===== config.mk =====
export PLATFORM = sky130hd
export DESIGN_NAME = occupancyCounter
export DESIGN_NICKNAME = d
export VERILOG_FILES = /design/src/logic/occupancyCounter.sv
export SDC_FILE = /design/constraint.sdc
export NUM_CORES = 1
export LEC_CHECK = 0
export ABC_CLOCK_PERIOD_IN_PS = 2600
export BUFFER_PORTS_ARGS = -buffer_cell sky130_fd_sc_hd__buf_2
export CORE_AREA = 4 4 41 43
export CTS_BUF_LIST = sky130_fd_sc_hd__clkbuf_2
export DETAILED_ROUTE_END_ITERATION = 8
export DIE_AREA = 0 0 45 47
export REMOVE_ABC_BUFFERS = 1
export SYNTH_ARGS = -nofsm -noshare
export SYNTH_HDL_FRONTEND = slang
export SYNTH_SLANG_ARGS = --single-unit
export TNS_END_PERCENT = 50

===== constraint.sdc =====
create_clock -name clk -period 2.6 [get_ports clk]
set_input_delay 0.39 -clock clk [delete_from_list [all_inputs] [get_ports clk]]
set_output_delay 0.39 -clock clk [all_outputs]
set_load 0.05 [all_outputs]

===== src/logic/occupancyCounter.sv =====
`timescale 1ns/1ps

module occupancyCounter #(
    parameter int depth = 4
) (
    input  logic clk,
    input  logic rstN,
    input  logic inc,
    input  logic dec,
    output logic [$clog2(depth+1)-1:0] occupancy,
    output logic full,
    output logic empty
);
    localparam int countWidth = $clog2(depth + 1);

    // Flags are registered from the next count
    always_ff @(posedge clk or negedge rstN) begin
        if (!rstN) begin
            occupancy <= '0;
            full <= 1'b0;
            empty <= 1'b1;
        end else if (inc && !full) begin
            occupancy <= occupancy + 1'b1;
            full <= occupancy == countWidth'(depth - 1);
            empty <= 1'b0;
        end else if (dec && !empty) begin
            occupancy <= occupancy - 1'b1;
            full <= 1'b0;
            empty <= occupancy == countWidth'(1);
        end
    end

endmodule


* After elaboration in Yosys (flattened, before gate mapping)
Cells that the tools add are included.
Cells by class: reduce and logical (&&, ||, !) cells 5, $add $sub $neg 2, multiplexer cells 6, equal/unequal tests 2
Operators by type and width (number):
- two-way mux 3 bit | 2
- two-way mux 1 bit | 4
- adder 3 x 1 -> 3 bit (second input constant) | 1
- == test 3 x 1 -> 1 bit (second input constant) | 1
- == test 3 x 2 -> 1 bit (second input constant) | 1
- subtractor 3 x 1 -> 3 bit (second input constant) | 1
- logical AND 1 bit | 2
- logical NOT 1 bit | 2
- nonzero test 2 bit | 1
Storage, ports and cells: bits in registers 5, bits of input ports 4, logic and storage cells 18, output and inout bits 5

* Logic depth before layout (Yosys ltp)
depth after elaboration 4, gate-level depth with buffers 5, gate-level depth less buffers 5

* Least setup slack after synthesis
No wires, ideal clock.
path kind register to register, start point reg occupancy[0], end point reg occupancy[1], library setup time 126 ps, arrival 1372 ps, slack 1102 ps, path buffers 0, data required time 2474 ps, clock period less this slack 1498 ps, stages on the path, launching flop included 4, cell sequence dfrtp_1 -> inv_1 -> ha_1 -> a221o_1
Between the ends: longest elaborated chain between the ends 3, elaborated cells between the ends (all ways) 4, those cells by class 2 x add/sub; 2 x mux
Ends and longest elaborated chain:
- from (decl) | RTL line 10 | output logic [$clog2(depth+1)-1:0] occupancy,
- from (signal assigned) | RTL line 23 | occupancy <= occupancy + 1'b1;
- from (signal assigned) | RTL line 27 | occupancy <= occupancy - 1'b1;
- subtractor 3 x 1 -> 3 bit | RTL line 27
- two-way mux 3 bit | RTL line 26 | end else if (dec && !empty) begin
- two-way mux 3 bit * | RTL line 22 | end else if (inc && !full) begin
Mark *: on every way between the ends. The rest lies on a longest branch, timed or not. The select of a mux whose other input is x is not followed. A chain may end at the register's enable or synchronous reset.

* Final worst setup path
start point reg empty, end point out empty
RTL lines:
- from (decl) | RTL line 12 | output logic empty
- from (signal assigned) | RTL line 29 | empty <= occupancy == countWidth'(1);
No word-level cell between the ends.

==> reports/results.tsv <==
metric	value	unit
status	finished, final reports clean	
worst clock skew	0.01172	ns
Sw Share	51.47	%
Critical Path RT	2.21	ns
Synth Area in XOR/XNOR	6.009	%
initial antenna violation count	0	
chip height	47	um
# Post-CTS Setup Buffers	0	
WP data arrival	1.04	ns
Post-Syn Area	291.5	um^2
final hold violations	0	
CP Max Fanout	4	
CTS H-tree lvls	1	
# rows	13	
Pins Over Slew Limit	0	
largest net degree at the start of global routing	6	
DR pass1 iterations	3	
Worst-path clk slew	0.07	ns
RSZ-0062 raised after global routing	no	
Final setup violation count	0	
Post-DP Area	350.3	um^2
commonest non-fill, non-tap cell in the layout	buf_2	
final layout net count	48	
register area share after synthesis	43.35	%
final std cells w/o fill	54	
Top-Level Pins	9	
sequential cell area	126.4	um^2
mux cell area share after synthesis	3.433	%
Clk pwr share	14.3	%
final instance area	380.4	um^2
worst hold margin	0.4381	ns
Post-Synth Adder-Cell Area	17.17	%
Synth top area share	34.33	%
worst hold path class	input port to register	
DR iter-0 viols	7	
Die ar.	2115	um^2
leak pwr	0.2008	nW
syn avg cell area	11.21	um^2
Yosys top cell by area	dfrtp_1	
Overflow after GRT	0	
fmax	701.2	MHz
WP buf/inv	1	
Finished Core Util	29.23	%
vias per std cell	4.296	
Max rail drop VDD	0.3836	mV
Avg WL per Cell	11.33	um
post-synthesis cell type count	16	
first-pass GRT wire length	1090	um
CTS buffer count	3	
CTS Buffer Depth	2	
Max Cap Viol	0	
Synth Area in Compound Gates	7.296	%
clk_lat worst skew	0.22	ns
synth top area cells	dfrtp_1, ha_1, dfstp_2	
Slew @ Worst Pin	0.2511	ns
number of fill cells	144	
Syn. warnings	0	
Sink Count	5	
main combinational cell family by area after synthesis	simple AND/OR/NAND/NOR gates	
nature of the critical path endpoint	output port	
Critical Path Source Type	register	
placed cells	49	
final setup TNS	0	ns
Slew headroom	83.37	%
share of cells above drive strength 1	38.46	%
vias after detailed routing	232	
most frequent cells in the layout	buf_2, ha_1, clkbuf_2, dfrtp_1, inv_1	
minimum clock period	1.426	ns
DRC errors left	0	
sequential share of power	28.3	%
remaining antenna violation count after routing	0	
Die W	45	um
simple-gate share of the synthesized area	18.88	%
routability cong.	0.7049	
cell count after synthesis	26	
final period utilization	54.85	%
# port buffers	8	
CTS tree	built	
worst setup path class	register to output port	
core area	1301	um^2
Initial Util	22.40	%
P&R area growth vs syn	30.47	%
CP max stage delay	0.55	ns
dpl hpwl	433.2	um
ANT cells	0	
Psw	0.2740	mW
final WL	612	um
GRT Overall Usage	7.918	%
Yosys reg bits	5	
Logic pwr share	57.4	%
critical path's top delay family	flip-flops	
vias in the first global route	239	
power per cell area	1400	nW/um^2
Critical Path Slowest Stage Cell	dfstp_2	
root buf cell	clkbuf_2	
Multi-input gate area	153.9	um^2
worst-path cell chain	buf_2	
Cell Int Power	0.2584	mW
-- cells in the mapped netlist --
cell      n
dfrtp_1   4
and2b_4   1
xnor2_1   2
mux2i_1   1
or2b_1    1
nand3b_1  1
nor3_1    1
inv_1     3
nor2_1    1
dfstp_2   1
nand2_1   2
a221o_1   1
a31oi_1   1
ha_1      4
o21ai_0   1
nor2b_4   1
-- logic make-up (layout without fill, tap and decap cells) --
family / after synthesis / after routing
AOI/OAI and AO/OA: 3 / 3
adders and majority gates: 4 / 4
buffers and inverters: 3 / 16
and+or+nand+nor: 8 / 8
xor gates and xnor gates: 2 / 2
DFF: 5 / 5
muxes: 1 / 1
-- area by class of cell --
class                      count  share of cell area, %
tap                           15                  4.934
sequential                     5                  33.22
clock buffer                   4                  5.263
multi-input combinational     18                  40.46
timing repair buffer           9                  13.16
inverter                       3                  2.961
-- sequential cells by signal, summed over array words and instances (netlist names) --
name and cells:
occupancy 3, empty 1, full 1
-- per-layer routing --
metal | GRT usage [%] | vias up | wire length [um]
li1 | - | 112 | -
met1 | 9.153 | 110 | 286
met2 | 11.02 | 8 | 278
met3 | 2.299 | 2 | 28
met4 | 8.772 | 0 | 19
met5 | 0 | - | 0
-- what timing repair did --
item	in CTS	in global routing
hold endpoints to repair	4	0
hold buffers	1	0
gates resized for setup	0	0
-- final timing paths --
path                                               start                  endpoint  slack, ns  cells past startpoint
max in group asynchronous                           rstN         empty$_DFFE_PN1P_       1.88                      2
worst min-delay path                                 dec         empty$_DFFE_PN1P_       0.44                      3
worst min register to register          full$_DFFE_PN0P_          full$_DFFE_PN0P_       0.51                      1
worst max register to register  occupancy[0]$_DFFE_PN0P_  occupancy[1]$_DFFE_PN0P_       1.37                      3
worst max-delay path                   empty$_DFFE_PN1P_                     empty       1.17                      1
min in group asynchronous                           rstN  occupancy[2]$_DFFE_PN0P_       0.50                      2
-- power groups by stage --
| stage | combinational, mW | clock, mW | sequential [mW] |
|---|---|---|---|
| floorplan | 0.124 | 0 | 0.267 |
| detailed placement | 0.305 | 0 | 0.152 |
| finish | 0.306 | 0.0761 | 0.151 |
| global placement | 0.304 | 0 | 0.152 |
| global route | 0.338 | 0.0837 | 0.159 |
| CTS | 0.310 | 0.0811 | 0.152 |
-- stage by stage --
step | power, mW | setup slack [ns]
final | 0.5324 | 1.174
after floorplan | 0.3911 | 1.102
after CTS | 0.5431 | 1.155
after detailed placement | 0.4568 | 1.280
after global routing | 0.5805 | 1.136
after global placement | 0.4559 | 1.300
Note: power is estimated with default switching activity, not from simulation.
