<file path="src/logic/memAccessPkg.sv">
package memAccessPkg;

    localparam int addrWidth = 16;
    localparam int dataWidth = 32;
    localparam int laneCount = dataWidth / 8;
    localparam int laneBits = $clog2(laneCount);
    localparam int wordAddrWidth = addrWidth - laneBits;

    typedef enum logic [1:0] {
        opLoadWord,
        opLoadByte,
        opStoreWord,
        opStoreByte
    } memOp;

    typedef struct packed {
        memOp op;
        logic [addrWidth-1:0] addr;
        logic [dataWidth-1:0] data;     // Byte stores use bits 7:0
    } memReq;

    typedef struct packed {
        logic [dataWidth-1:0] loadData;
    } memResp;

    function automatic logic isStore(memOp op);
        return op == opStoreWord || op == opStoreByte;
    endfunction

    // Byte lane within the word
    function automatic logic [laneBits-1:0] laneOf(logic [addrWidth-1:0] addr);
        return addr[laneBits-1:0];
    endfunction

    function automatic logic [wordAddrWidth-1:0] wordOf(logic [addrWidth-1:0] addr);
        return addr[addrWidth-1:laneBits];
    endfunction

endpackage
</file>
<file path="src/logic/storeBufferPkg.sv">
package storeBufferPkg;

    typedef struct packed {
        logic [memAccessPkg::wordAddrWidth-1:0] wordAddr;
        logic [memAccessPkg::dataWidth-1:0] data;
        logic [memAccessPkg::laneCount-1:0] byteMask;  // Lanes that hold buffered bytes
    } bufferEntry;

    // Drain FSM
    typedef enum logic [1:0] {
        stIdle,
        stDrainOne,
        stFlush
    } drainState;

endpackage

</file>
<file path="src/logic/storeBuffer.sv">
`timescale 1ns/1ps

module storeBuffer #(
    parameter int depth = 4
) (
    input  logic clk,
    input  logic rstN,
    input  logic accept,
    input  memAccessPkg::memReq req,
    input  logic drainPop,
    output logic storeHit,
    output storeBufferPkg::bufferEntry oldest,
    output logic [memAccessPkg::dataWidth-1:0] overlayData,
    output logic [memAccessPkg::laneCount-1:0] overlayMask,
    input  logic [$clog2(depth+1)-1:0] occupancy
);
    import memAccessPkg::*;
    import storeBufferPkg::*;

    localparam int idxWidth = $clog2(depth);

    bufferEntry entries [depth];        // Index 0 is the oldest
    bufferEntry hitEntry;
    bufferEntry writeEntry;
    logic [idxWidth-1:0] hitIdx;
    logic [laneCount-1:0] storeMask;
    logic [dataWidth-1:0] storeData;
    logic [wordAddrWidth-1:0] reqWord;
    logic storeAccept;
    logic loadAccept;

    assign reqWord = wordOf(req.addr);
    assign storeAccept = accept && isStore(req.op);
    assign loadAccept = accept && !isStore(req.op);
    assign oldest = entries[0];
    assign hitEntry = entries[hitIdx];

    // Address match against valid entries only
    always_comb begin
        storeHit = 1'b0;
        hitIdx = '0;
        for (int i = 0; i < depth; i++) begin
            if (i < int'(occupancy) && entries[i].wordAddr == reqWord) begin
                storeHit = 1'b1;
                hitIdx = idxWidth'(i);
            end
        end
    end

    always_comb begin
        if (req.op == opStoreByte) begin
            storeMask = laneCount'(1) << laneOf(req.addr);
            storeData = {laneCount{req.data[7:0]}};   // Replicate into every lane
        end else begin
            storeMask = '1;
            storeData = req.data;
        end
        writeEntry.wordAddr = reqWord;
        writeEntry.byteMask = storeHit ? (hitEntry.byteMask | storeMask) : storeMask;
        for (int j = 0; j < laneCount; j++) begin
            if (storeMask[j] || !storeHit) begin
                writeEntry.data[8*j +: 8] = storeData[8*j +: 8];
            end else begin
                writeEntry.data[8*j +: 8] = hitEntry.data[8*j +: 8];
            end
        end
    end

    // A hit merges in place, a miss takes the next free slot
    always_ff @(posedge clk) begin
        if (drainPop) begin
            for (int i = 0; i < depth - 1; i++) begin
                entries[i] <= entries[i + 1];
            end
        end else if (storeAccept) begin
            for (int i = 0; i < depth; i++) begin
                if (storeHit ? (int'(hitIdx) == i) : (int'(occupancy) == i)) begin
                    entries[i] <= writeEntry;
                end
            end
        end
    end

    always_ff @(posedge clk or negedge rstN) begin
        if (!rstN) begin
            overlayMask <= '0;
        end else if (loadAccept) begin
            overlayMask <= storeHit ? hitEntry.byteMask : '0;  // No overlay on a miss
        end
    end

    always_ff @(posedge clk) begin
        if (loadAccept) begin
            overlayData <= hitEntry.data;
        end
    end

endmodule

</file>
<file path="config.mk">
export PLATFORM = sky130hd
export DESIGN_NAME = storeBuffer
export DESIGN_NICKNAME = d
export VERILOG_FILES = /design/src/logic/memAccessPkg.sv /design/src/logic/storeBufferPkg.sv /design/src/logic/storeBuffer.sv
export SDC_FILE = /design/constraint.sdc
export NUM_CORES = 1
export LEC_CHECK = 0
export BUFFER_PORTS_ARGS = -buffer_cell sky130_fd_sc_hd__clkbuf_2
export CORE_MARGIN = 2
export CORE_UTILIZATION = 28
export CTS_CLUSTER_SIZE = 8
export DETAILED_ROUTE_END_ITERATION = 6
export HOLD_SLACK_MARGIN = 0.1
export PLACE_DENSITY = 0.56
export RECOVER_POWER = 25
export SLEW_MARGIN = 20
export SYNTH_ARGS = -nofsm -noshare
export SYNTH_HDL_FRONTEND = slang
export SYNTH_SLANG_ARGS = --single-unit
export TNS_END_PERCENT = 50
</file>
<file path="constraint.sdc">
create_clock -name clk -period 10.1 [get_ports clk]
set_clock_uncertainty 0.1 [all_clocks]
set_input_delay 1.01 -clock clk [delete_from_list [all_inputs] [get_ports clk]]
set_output_delay 1.01 -clock clk [all_outputs]
set_load 0.01 [all_outputs]
</file>
## Word level (Yosys, flattened, before mapping)

Memory sizes are Yosys's and may differ from the RTL's.
Index checks and enable logic that the tools add are counted.

| word-level totals | value |
|---|---|
| latch bits | 0 |
| word-level logic and storage cells | 83 |
| bits of input ports | 57 |
| bits in registers | 36 |
| bits in writable memories | 200 |
| memories kept | 1 |
| output and inout port bits | 87 |
| memory bits (read-only) | 0 |

Memory list:

| name | words | width | read ports | clocked after Yosys merged registers in | write ports | line | source |
|---|---|---|---|---|---|---|---|
| entries | 4 | 50 | 5 | 0 | 3 | storeBuffer.sv:22 | `bufferEntry entries [depth];` |

| operators by class | value |
|---|---|
| equal/unequal tests | 12 |
| order comparisons | 4 |
| bitwise logic cells | 4 |
| divide/modulo/power cells | 0 |
| mux-type cells | 43 |
| multiply operators | 0 |
| $add $sub $neg | 0 |
| shifts and indexed selects | 1 |
| reductions and logical operators | 16 |

Operators by type and width:

| kind | count |
|---|---|
| 50-bit 2-to-1 mux | 4 |
| 14-bit equality test | 4 |
| 50-bit OR reduction | 1 |
| 32-bit 2-to-1 mux | 1 |
| 8-bit 2-to-1 mux | 4 |
| 1-bit 2-to-1 mux | 28 |
| 4-bit 2-to-1 mux | 3 |
| 2-bit equality test, second input constant | 4 |
| 3-bit equality test, second input constant | 2 |
| 1-bit logical AND | 6 |
| 1-bit by 3-bit less-than comparator with 1-bit output, first input constant | 2 |
| 2-bit by 3-bit less-than comparator with 1-bit output, first input constant | 2 |
| 2-bit 2-to-1 mux | 3 |
| 1-bit logical OR | 5 |
| 4-bit OR | 1 |
| 1-bit by 2-bit << shifter with 4-bit output, first input constant | 1 |
| 3-bit by 2-bit equality test with 1-bit output, second input constant | 1 |
| 3-bit logical NOT | 1 |
| 1-bit OR | 3 |
| 2-bit by 1-bit equality test with 1-bit output, second input constant | 1 |
| 1-bit logical NOT | 2 |
| 2-bit logical NOT | 1 |

## Longest topological paths before layout

An unclocked memory read counts as a cell.

| logic depth | value |
|---|---|
| depth after elaboration | 14 |
| mapped depth | 10 |
| mapped depth without buffers | 6 |

## Worst setup path before layout

Ideal clock, no wire load.

| path | value |
|---|---|
| path kind | input to register |
| from | input req[43] (netlist bit) |
| to | memory entries[1][0] (netlist bit), enable pin |
| stages | 9 |
| arrival | 5.185 ns |
| library setup time | 0.468 ns |
| setup slack | 4.348 ns |
| buffers on the path | 3 |
| data required time | 9.532 ns |
| path through | buf_2 -> xor2_1 -> nor4_1 -> nand4_1 -> buf_2 -> buf_2 -> o31ai_1 -> mux2_2 -> o21bai_1 |

RTL lines:

| item | line | source |
|---|---|---|
| start, declared | storeBuffer.sv:9 | `input memAccessPkg::memReq req,` |
| end, declared | storeBuffer.sv:22 |  |

## Worst setup path after layout

| path | value |
|---|---|
| from | input req[40] (netlist bit) |
| to | output storeHit |

| between the ends | value |
|---|---|
| word-level cells in the longest chain between the ends | 6 |
| elaborated cells on any way between the ends | 12 |
| those cells by class | eq/ne: 4; mux: 4; reduce/logical: 4 |

RTL lines:

| item | line | source |
|---|---|---|
| 14-bit equality test | storeBuffer.sv:43 | `if (i < int'(occupancy) && entries[i].wordAddr == reqWord) begin` |
| 1-bit logical AND | storeBuffer.sv:43 |  |
| 1-bit 2-to-1 mux (3 in a row) | storeBuffer.sv:43 |  |
| 1-bit 2-to-1 mux (*) | storeBuffer.sv:43 |  |
| end, declared | storeBuffer.sv:11 | `output logic storeHit,` |

Every way passes the cells marked *; elsewhere a longest branch is shown, timed or not.

==> run_results.csv <==
group,metric,value,unit
hold_path,hold_class,"primary input to asynchronous set/reset pin",
cts,cts_tree,"built",
drt,ant_nets,0,
yosys,syn_nets,1037,
setup_path,critPathLaunch,"req[40]",
cts,clkTransAtPathRegs,0.05,ns
global_routing,grt_usage,15.8,%
cts,cts_sinks,236,
setup_path,max_stage_delay,0.65,ns
yosys,yosys.area.top_type,"edfxtp_1",
setup_path,crit_chain,"clkbuf_1, xor2_1, nor4_1, nand4_1, buf_4, o31a_1, buf_4, nand3_1, clkbuf_2",
setup_path,rr_startpoint,"entries[0][44]",
setup_path,crit_buf_inv,4,
global_routing,overflow,0,
setup_path,cp.required,8.99,ns
outcome,violations,"capacitance limit, slew limit",
yosys,yosysSeqAreaShare,56.8,%
global_routing,grt_pass1_wl,55900,um
setup_path,cp.arrival,3.52,ns
sta,finalCriticalPeriod,4.63,ns
final_layout,n_fill_cell,4442,
final_layout,instances_no_fill,1701,
cts,ctsRootBufferMaster,"clkbuf_16",
yosys,ys_top_cells_by_count,"edfxtp_1, inv_1, o221ai_1, mux2i_1, mux2_2",
global_routing,grt_pass1_vias,8729,
yosys,synth_area_per_cell,12.7,um^2
placement,dp_cells,1653,
setup_path,path_delay_family,"buffers and inverters",
flow_run,cap_violations,1,
drt,wire_per_inst,21.8,um
setup_path,cp-start-kind,"primary input",
floorplanning,io_pins,144,
cts,ctsResizeCount,0,
drt,drt_iter0_markers,692,
placement,place.port_buffers,143,
yosys,async_flop_share,1.69,%
yosys,synth_top_area_share,56.0,%
sta,timing.max_slew.rel_slack,-39.4,%
floorplanning,fp.dieW,215,um
pwr,p_leak,5.37,nW
drt,viasPerCell,5.17,
floorplanning,dieHeight,215,um
yosys,syn-instance-count,980,
outcome,run_status,"finished, violations left",
setup_path,timing.rr.end,"entries[1][48]",
sta,setup_viol,0,
yosys,yosysMostFrequentCell,"edfxtp_1",
setup_path,path_max_fanout,40,
sta,drv_slew,33,
cts,htree_levels,2,
yosys,yosysUniqueCellTypes,48,
pwr,power_density,168,nW/um^2
setup_path,cp.depth,9,
setup_path,critical_path_class,"primary input to output pin",
cts,cts-buffers-inserted,35,
sta,setup_tns,0,ns
final_layout,syn2layout_area_growth,16.2,%
drt,vias,8793,
sta,worst_slew_pin_slew,2.09,ns
cts,clock_path_buffers,3,
drt,routed_wl,37100,um
sta,hold_viol,0,
pwr,irDropWorstVdd,0.111,mV
yosys,synth-main-ff-cell,"edfxtp_1",
placement,gp_congestion,0.880,
floorplanning,row_count,77,
setup_path,crit_end,"storeHit",
yosys,synth_area,12400,um^2
drt,drc_errors,0,
cts,post_cts_buffers,0,
setup_path,rrSetupSlack,5.84,ns
yosys,netlist_top_cells_area,"edfxtp_1, o221ai_1, mux2i_1",
cts,cts_hold_buf,0,
floorplanning,die_area,46100,um^2
drt,firstDrtPassIters,5,
setup_path,rr_worst_depth,7,
global_routing,grt_max_degree,88,
cts,clock_latency,0.53,ns
setup_path,crit_slowest_cell,"buf_4",
sta,rsz0062_at_grt,"false",
global_routing,antenna_found_initial,6,
yosys,synth-seq-cells,236,
sta,finalCritPeriodShare,45.8,%
floorplanning,start_util,28.2,%
placement,dp_hpwl,23900,um
floorplanning,coreArea,44000,um^2
setup_path,crit_top_cell,"buf_4",
sta,fmax,216,MHz
setup_path,cp-end-kind,"output pin",
yosys,synth_edf_count,232,
yosys,yosysWarnings,0,
final_layout,layout-drive-gt1-share,14.8,%
final_layout,nNetsFinal,1155,
## cell usage in the layout, fill, tap and decap left out, drive strengths merged, types with 18 or more instances in the layout
cell type  netlist  routed
a2111o          24      24
a21oi           28      28
a221o           32      32
clkbuf          22     187
edfxtp         232     232
inv            136     137
mux2            47      47
mux2i           56      56
nand2           18      18
nor2            45      45
nor4            18      18
o221ai          96      96
xor2            42      42
## cells by family (layout without fill, tap and decap cells)
kind of cell,count (synthesis),in the layout,share of synthesized area (%)
AO/OA/AOI/OAI,249,249,17.4
flip-flops,236,236,56.8
buffers and inverters,213,339,7.66
AND/OR/NAND/NOR,123,123,4.98
multiplexers,103,103,8.76
XOR/XNOR,56,56,4.37
other,0,3,0
## how the worst min path moves through the flow
stage	startpoint	endpoint	slack, ns	cells after the start
after detailed placement	overlayMask[1]	overlayMask[1]	0.38	2
after global placement	overlayMask[3]	overlayMask[3]	0.38	2
final	rstN	overlayMask[1]	0.23	1
after CTS	rstN	overlayMask[1]	0.17	1
after floorplan	overlayMask[0]	overlayMask[0]	0.42	2
after global routing	rstN	overlayMask[1]	0.22	1
## layer usage
layer  share of wire, %  vias to the layer above  global-route usage (%)
met3                7.8                       53                    4.12
met2                 45                      325                    24.8
met4                1.9                        4                    4.44
met1                 45                     4334                    21.6
li1                   -                     4077                       -
met5              0.062                        -                       0
## final cells by class
| cell class | count | area, um^2 | area share (%) |
|---|---|---|---|
| repair buffers | 158 | 697 | 4.82 |
| multi-input cells | 531 | 4470 | 30.9 |
| clock buffers | 43 | 937 | 6.48 |
| clock inverters | 2 | 25.0 | 0.173 |
| well taps | 592 | 741 | 5.12 |
| diodes | 3 | 7.51 | 0.0519 |
| inverters | 136 | 510 | 3.53 |
| flip-flops and latches | 236 | 7070 | 48.9 |
## where the power goes
part / total, mW / switching, mW / internal, mW
Sequential: 1.16 / 0.0226 / 1.13
Clock: 1.07 / 0.422 / 0.644
Combinational: 0.212 / 0.139 / 0.0732
Total: 2.43 / 0.583 / 1.85
## state kept, by name, summed over array words and instances (netlist names)
signal	cells
entries	200
overlayData	32
overlayMask	4
## through the flow
step	utilization, %	total power, mW	worst slack [ns]	area [um^2]	hold slack [ns]
floorplan	-	1.30	4.35	12400	0.417
global placement	30.9	1.39	5.13	13600	0.379
detailed placement	30.9	1.39	5.10	13600	0.383
CTS	33.1	2.46	5.62	14600	0.172
global route	32.8	2.52	5.25	14500	0.218
finish	32.8	2.43	5.47	14500	0.229
(Power assumes the default switching activity.)
