==> config.mk <==
export PLATFORM = sky130hd
export DESIGN_NAME = drainController
export DESIGN_NICKNAME = d
export VERILOG_FILES = /design/src/logic/memAccessPkg.sv /design/src/logic/storeBufferPkg.sv /design/src/logic/drainController.sv
export SDC_FILE = /design/constraint.sdc
export NUM_CORES = 1
export LEC_CHECK = 0
export BUFFER_PORTS_ARGS = -buffer_cell sky130_fd_sc_hd__clkbuf_2
export CAP_MARGIN = 30
export CORE_AREA = 4 4 41 43
export CTS_BUF_LIST = sky130_fd_sc_hd__clkbuf_8 sky130_fd_sc_hd__clkbuf_16
export CTS_CLUSTER_DIAMETER = 80
export DETAILED_ROUTE_END_ITERATION = 10
export DIE_AREA = 0 0 45 47
export PLACE_DENSITY = 0.66
export SLEW_MARGIN = 40
export SYNTH_ARGS = -nofsm -noshare
export SYNTH_HDL_FRONTEND = slang
export SYNTH_SLANG_ARGS = --single-unit
==> constraint.sdc <==
create_clock -name clk -period 1.43 [get_ports clk]
set_input_delay 0 -clock clk [delete_from_list [all_inputs] [get_ports clk]]
set_output_delay 0 -clock clk [all_outputs]
set_load 0.05 [all_outputs]
==> src/logic/memAccessPkg.sv <==
package memAccessPkg;

    localparam int addrWidth = 16;
    localparam int dataWidth = 32;
    localparam int laneCount = dataWidth / 8;
    localparam int laneBits = $clog2(laneCount);
    localparam int wordAddrWidth = addrWidth - laneBits;

    typedef enum logic [1:0] {
        opLoadWord,
        opLoadByte,
        opStoreWord,
        opStoreByte
    } memOp;

    typedef struct packed {
        memOp op;
        logic [addrWidth-1:0] addr;
        logic [dataWidth-1:0] data;     // Byte stores use bits 7:0
    } memReq;

    typedef struct packed {
        logic [dataWidth-1:0] loadData;
    } memResp;

    function automatic logic isStore(memOp op);
        return op == opStoreWord || op == opStoreByte;
    endfunction

    // Byte lane within the word
    function automatic logic [laneBits-1:0] laneOf(logic [addrWidth-1:0] addr);
        return addr[laneBits-1:0];
    endfunction

    function automatic logic [wordAddrWidth-1:0] wordOf(logic [addrWidth-1:0] addr);
        return addr[addrWidth-1:laneBits];
    endfunction

endpackage
==> src/logic/storeBufferPkg.sv <==
package storeBufferPkg;

    typedef struct packed {
        logic [memAccessPkg::wordAddrWidth-1:0] wordAddr;
        logic [memAccessPkg::dataWidth-1:0] data;
        logic [memAccessPkg::laneCount-1:0] byteMask;  // Lanes that hold buffered bytes
    } bufferEntry;

    // Drain FSM
    typedef enum logic [1:0] {
        stIdle,
        stDrainOne,
        stFlush
    } drainState;

endpackage

==> src/logic/drainController.sv <==
`timescale 1ns/1ps

module drainController (
    input  logic clk,
    input  logic rstN,
    input  logic reqValid,
    input  memAccessPkg::memReq req,
    input  logic storeHit,
    input  logic full,
    input  logic empty,
    input  logic flush,
    output logic stall,
    output logic drainPop,
    output logic flushDone
);
    import memAccessPkg::*;
    import storeBufferPkg::*;

    drainState state;
    drainState nextState;
    logic storeMiss;

    assign storeMiss = reqValid && isStore(req.op) && !storeHit;

    always_ff @(posedge clk or negedge rstN) begin
        if (!rstN) begin
            state <= stIdle;
        end else begin
            state <= nextState;
        end
    end

    always_comb begin
        nextState = state;
        stall = 1'b0;
        drainPop = 1'b0;
        flushDone = 1'b0;
        case (state)
            stIdle: begin
                stall = storeMiss && full;      // Miss with no free slot
                if (flush) begin
                    nextState = stFlush;
                end else if (stall) begin
                    nextState = stDrainOne;
                end
            end
            stDrainOne: begin
                stall = 1'b1;
                drainPop = 1'b1;
                nextState = stIdle;
            end
            stFlush: begin
                stall = 1'b1;
                if (empty) begin
                    flushDone = 1'b1;
                    nextState = stIdle;
                end else begin
                    drainPop = 1'b1;            // One entry per cycle
                end
            end
            default: nextState = stIdle;
        endcase
    end

endmodule

---- Word-level counts from Yosys, hierarchy flattened ----
Cells that the tools add are included.
cells by class
  eq/ne operators ......................... 6
  muxes and demuxes ....................... 9
  reduce and logical (&&, ||, !) cells .... 8
operators with widths
  kind                  count
  $eq A2 B2 Y1 const B  3
  $mux W2               3
  $pmux W1 S2           2
  $pmux W2 S2           1
  $logic_and A1 B1 Y1   3
  $mux W1               3
  $ne A3 B3 Y1 const B  1
  $eq A2 B1 Y1 const B  1
  $logic_not A2 Y1      1
  $ne A2 B2 Y1 const B  1
  $reduce_and A2 Y1     1
  $reduce_or A2 Y1      1
  $logic_not A1 Y1      1
  $logic_or A1 B1 Y1    1
word-level totals
  flip-flop bits (word level) ............. 2
  logic and storage cells ................. 24
  input port bits ......................... 57
  output and inout bits ................... 3

---- Logic depth before layout (Yosys ltp) ----
  word-level depth ........................ 8
  depth in mapped cells ................... 5
  depth with buffers taken out ............ 5

---- Worst setup path before layout ----
OpenSTA, ideal clock, no wires.
  kind .................................... register -> output
  from .................................... register state[0]
  to ...................................... output drainPop
  buffers on the path ..................... 0
  cell stages (with the launch flop) ...... 5
  data required time ...................... 1.430 ns
  path slack .............................. -0.451 ns
  arrival time ............................ 1.881 ns
  cells stage by stage .................... dfrtp_1 > inv_1 > ha_1 > nand2b_4 > a21boi_0
between the ends
  word-level cells in the longest chain between the ends .. 2
  elaborated cells between the ends (all ways) .. 3
  classes of those cells .................. eq/ne: 2; mux: 1
ends and longest elaborated chain
  what                                          RTL line               RTL
  start: declaration                            drainController.sv:19  drainState state;
  start signal: assignment                      drainController.sv:27  state <= stIdle;
  start signal: assignment                      drainController.sv:29  state <= nextState;
  $eq A2 B2 Y1 or $eq A2 B1 Y1 (tied branches)  drainController.sv:38  case (state)
  $pmux W1 S2 (*)                               drainController.sv:38
  end: declaration                              drainController.sv:13  output logic drainPop,
Every way passes the cells marked *; elsewhere a longest branch is shown, timed or not.

---- Worst setup path after layout ----
  from .................................... register state[1]
  to ...................................... output drainPop
The elaborated chain is that of the path after synthesis.

==> report_table.html <==
<table>
<tr><th>Metric</th><th>Value</th></tr>
<tr><th colspan="2">Outcome</th></tr>
<tr><td>Status</td><td>finished clean</td></tr>
<tr><th colspan="2">Die</th></tr>
<tr><td>Number of placement rows</td><td>13</td></tr>
<tr><td>Effective utilization at floorplan</td><td>14.8%</td></tr>
<tr><td>Overall die area</td><td>2120 um^2</td></tr>
<tr><td>Die width</td><td>45 um</td></tr>
<tr><td>Floorplan die height</td><td>47 um</td></tr>
<tr><td>Top-level port count</td><td>60</td></tr>
<tr><td>Placeable core region</td><td>1300 um^2</td></tr>
<tr><th colspan="2">Worst setup path</th></tr>
<tr><td>Sort of element at the end of the critical path</td><td>primary output</td></tr>
<tr><td>Worst Reg2Reg Path Length in Cells</td><td>4</td></tr>
<tr><td>Crit path max-delay family</td><td>flip-flops</td></tr>
<tr><td>Worst setup path class</td><td>reg -&gt; out</td></tr>
<tr><td>Max stage delay on crit path</td><td>0.38 ns</td></tr>
<tr><td>Setup slack, reg-to-reg</td><td>0.25 ns</td></tr>
<tr><td>RR Endpoint</td><td>state[0]</td></tr>
<tr><td>CP cell instances</td><td>inv_1 &gt; ha_1 &gt; a21boi_2 &gt; buf_4</td></tr>
<tr><td>Cell with the biggest individual delay on the critical path</td><td>sky130_fd_sc_hd__dfrtp_1</td></tr>
<tr><td>Data required, critical path</td><td>1.43 ns</td></tr>
<tr><td>Reg-to-Reg Start</td><td>state[1]</td></tr>
<tr><td>Highest net fanout along the worst path</td><td>4</td></tr>
<tr><td>Startpoint kind of the worst setup timing path</td><td>flip-flop</td></tr>
<tr><td>Worst EP arrival</td><td>1.35 ns</td></tr>
<tr><td>Count of buffering cells on the critical path with inverters included</td><td>2</td></tr>
<tr><th colspan="2">Yosys</th></tr>
<tr><td>Most frequently used flop master after synthesis</td><td>sky130_fd_sc_hd__dfrtp_1</td></tr>
<tr><td>Async S/R FF share, synth</td><td>100%</td></tr>
<tr><td>Proportion of synthesized chip area in sequential cells</td><td>26.0%</td></tr>
<tr><td>Average cell area after synthesis</td><td>9.18 um^2</td></tr>
<tr><td>Cell with the most instances after synthesis</td><td>sky130_fd_sc_hd__ha_1</td></tr>
<tr><td>Number of synthesized flops with an enable pin</td><td>0</td></tr>
<tr><td>Post-synthesis cell count</td><td>21</td></tr>
<tr><td>Synth top area cells</td><td>sky130_fd_sc_hd__dfrtp_1 26%, sky130_fd_sc_hd__ha_1 26%, sky130_fd_sc_hd__a21oi_1 7.8%, sky130_fd_sc_hd__nand2b_4 7.1%, sky130_fd_sc_hd__inv_1 5.8%</td></tr>
<tr><td>Cell area after synthesis</td><td>193 um^2</td></tr>
<tr><td>Commonest cells post-synth</td><td>4 x sky130_fd_sc_hd__ha_1, 3 x sky130_fd_sc_hd__a21oi_1, 3 x sky130_fd_sc_hd__inv_1</td></tr>
<tr><td>Flip-flop and latch count after synthesis</td><td>2</td></tr>
<tr><td>Synthesis Warnings</td><td>0</td></tr>
<tr><td>Top cell type by total area after synthesis</td><td>sky130_fd_sc_hd__dfrtp_1</td></tr>
<tr><td>Net count after synthesis</td><td>82</td></tr>
<tr><td>Synth top area share</td><td>26.0%</td></tr>
<tr><td>Yosys cell types</td><td>13</td></tr>
<tr><th colspan="2">Placed design</th></tr>
<tr><td>Routability cong.</td><td>0.620</td></tr>
<tr><td>Count of buffers inserted at the top-level ports</td><td>10</td></tr>
<tr><td>Post-DP HPWL</td><td>342 um</td></tr>
<tr><td>Post-placement setup slack</td><td>0.235 ns</td></tr>
<tr><td>Area of placed instances</td><td>265 um^2</td></tr>
<tr><th colspan="2">Cells and area</th></tr>
<tr><td>Sequential Area</td><td>50.0 um^2</td></tr>
<tr><td>Proportion of layout cells with a drive suffix above 1</td><td>50.0%</td></tr>
<tr><td>Register containing the most flip-flops in the final layout</td><td>state</td></tr>
<tr><td>Synth-to-Final Area Change</td><td>80.5%</td></tr>
<tr><td>Final Net Count</td><td>101</td></tr>
<tr><td>Final cell utilization of the core</td><td>26.7%</td></tr>
<tr><td>Filler Cell Count</td><td>145</td></tr>
<tr><td>Number of flip-flops in the largest register</td><td>2</td></tr>
<tr><td>Total area of multi-input combinational cells</td><td>139 um^2</td></tr>
<tr><td>Design Area, Final</td><td>348 um^2</td></tr>
<tr><td>Top Registers</td><td>state x2</td></tr>
<tr><td>Count of inserted antenna diode cells</td><td>0</td></tr>
<tr><th colspan="2">Global routing</th></tr>
<tr><td>Via count of the first global-routing pass</td><td>187</td></tr>
<tr><td>GRT Max-Usage Layer</td><td>met4</td></tr>
<tr><td>Maximum number of pins on one net before global-route repair</td><td>6</td></tr>
<tr><td>Met3 global-route usage</td><td>4.60%</td></tr>
<tr><td>GR met2 Demand/Resource</td><td>5.65%</td></tr>
<tr><td>Grt total ovfl</td><td>0</td></tr>
<tr><td>Met1 demand-to-capacity share in global routing</td><td>6.36%</td></tr>
<tr><td>Global-route wire length before repair</td><td>745 um</td></tr>
<tr><td>Antenna violations before repair</td><td>0</td></tr>
<tr><td>Total global-route track usage</td><td>5.69%</td></tr>
<tr><th colspan="2">Timing</th></tr>
<tr><td>Maximum clock skew at final layout</td><td>0.00177 ns</td></tr>
<tr><td>Transition at the pin with the smallest max-transition slack</td><td>0.277 ns</td></tr>
<tr><td>Fin. max-slew vios</td><td>0</td></tr>
<tr><td>Final setup viols</td><td>0</td></tr>
<tr><td>Number of hold violations in the final report</td><td>0</td></tr>
<tr><td>Final Worst Setup Slack</td><td>0.0832 ns</td></tr>
<tr><td>Clock period minus worst slack</td><td>1.35 ns</td></tr>
<tr><td>Setup repair after global routing missed its margin</td><td>true</td></tr>
<tr><td>Worst-case headroom to the max-slew limit</td><td>81.6%</td></tr>
<tr><td>Final clock period utilization by the worst path</td><td>94.2%</td></tr>
<tr><td>Max frequency</td><td>743 MHz</td></tr>
<tr><th colspan="2">Pwr</th></tr>
<tr><td>Static leakage</td><td>0.183 nW</td></tr>
<tr><td>Clock Power Share</td><td>31.4%</td></tr>
<tr><td>Sequential Power Share</td><td>13.1%</td></tr>
<tr><td>Internal power contribution</td><td>0.406 mW</td></tr>
<tr><td>Sw frac</td><td>42.5%</td></tr>
<tr><td>Share of total power in combinational logic</td><td>55.5%</td></tr>
<tr><td>Max IR drop VDD</td><td>0.000594 V</td></tr>
<tr><td>Power Density</td><td>2030 nW/um^2</td></tr>
<tr><td>Net Switching</td><td>0.300 mW</td></tr>
<tr><th colspan="2">Detailed routing</th></tr>
<tr><td>Detailed Route WL</td><td>475 um</td></tr>
<tr><td>Total DRC errors in the routed layout</td><td>0</td></tr>
<tr><td>Post-detailed-route wirelength per cell</td><td>8.96 um</td></tr>
<tr><td>Remaining antenna violation count after routing</td><td>0</td></tr>
<tr><td>Routed via count divided by cell count</td><td>3.91</td></tr>
<tr><td>Drt initial violations</td><td>2</td></tr>
<tr><td>Routed via count</td><td>207</td></tr>
<tr><td>Drt pass-1 iters</td><td>5</td></tr>
<tr><th colspan="2">Clock tree</th></tr>
<tr><td>TritonCTS buffer count</td><td>3</td></tr>
<tr><td>Worst-skew pair later-pin latency</td><td>0.21 ns</td></tr>
<tr><td>TritonCTS clock tree</td><td>built</td></tr>
<tr><td>Clock slew at reported path FFs</td><td>0.03 ns</td></tr>
<tr><td>Clock H-tree levels</td><td>1</td></tr>
<tr><td>CTS Root Buffer Type</td><td>sky130_fd_sc_hd__clkbuf_8</td></tr>
<tr><td>Worst-case clock buffer depth</td><td>2</td></tr>
<tr><td>Number of clock sinks</td><td>2</td></tr>
<tr><th colspan="2">Flow run</th></tr>
<tr><td>Total of max-cap violations</td><td>0</td></tr>
<tr><th colspan="2">Min path</th></tr>
<tr><td>Worst hold path stage count</td><td>3</td></tr>
<tr><td>End of the worst hold path</td><td>state[1]</td></tr>
<tr><td>Hold Crit Class</td><td>in -&gt; reg</td></tr>
<tr><td>Min-delay src</td><td>flush</td></tr>
</table>
[timing repair]
item / CTS / global route
setup endpoints to repair: 0 / 2
hold endpoints to repair: 2 / 0
hold buffers: 1 / 0
resized for setup: 0 / 7
setup buffers: 0 / 3
[final cells by class]
cell class                      instances  area share [%]
Multi-Input combinational cell         16            39.9
Timing Repair Buffer                   14            25.2
Sequential cell                         2            14.4
Clock buffer                            3            11.9
Tap cell                               15            5.40
Inverter                                3            3.24
[placed cells by master (no fill, tap or decap), drive strengths merged]
cell type     n
inv           3
dfrtp         2
buf           5
o221ai        1
a21oi         3
a21boi        1
ha            4
nand2         1
nand3         1
nor2          1
and4b         1
or2b          1
nand2b        1
dlygate4sd3   1
clkbuf       11
and2          1
[power by group through the flow]
stage                     logic [mW]  registers [mW]  clock network, mW
after floorplan                0.270          0.0890                  0
after global routing           0.424          0.0959              0.237
after CTS                      0.337          0.0927              0.227
after detailed placement       0.331          0.0932                  0
after global placement         0.328          0.0926                  0
final                          0.392          0.0926              0.221
[stage by stage]
step	setup TNS [ns]	power, mW	hold slack [ns]	instances
after floorplan	0	0.359	-0.296	21
after global placement	0	0.421	-0.215	46
after detailed placement	0	0.425	-0.214	46
after CTS	0	0.657	0.0479	50
after global routing	-0.00280	0.757	0.0822	53
final	0	0.705	0.0518	53
[per-layer routing]
metal	share of wire [%]	wire length (um)
met5	0	0
met4	2.9	14
met3	13	62
met2	39	184
met1	45	214
[cell families after synthesis]
group | synth area share [%]
AO/OA/AOI/OAI | 16.2
buffers and inverters | 5.84
flip-flops | 26.0
adder cells (fa/ha/maj) | 26.0
AND/OR/NAND/NOR | 26.0
[worst min-delay path, stage by stage]
cell and delay [ns]:
sky130_fd_sc_hd__clkbuf_2 0.09, sky130_fd_sc_hd__nand3_1 0.06, sky130_fd_sc_hd__o221ai_1 0.07
[worst max path at each step]
stage | start | to | cells after the start
finish | state[1] | drainPop | 4
global route | state[1] | drainPop | 4
CTS | state[0] | drainPop | 5
detailed placement | state[0] | drainPop | 5
global placement | state[0] | drainPop | 5
floorplan | state[1] | stall | 4
(Power assumes the default switching activity.)
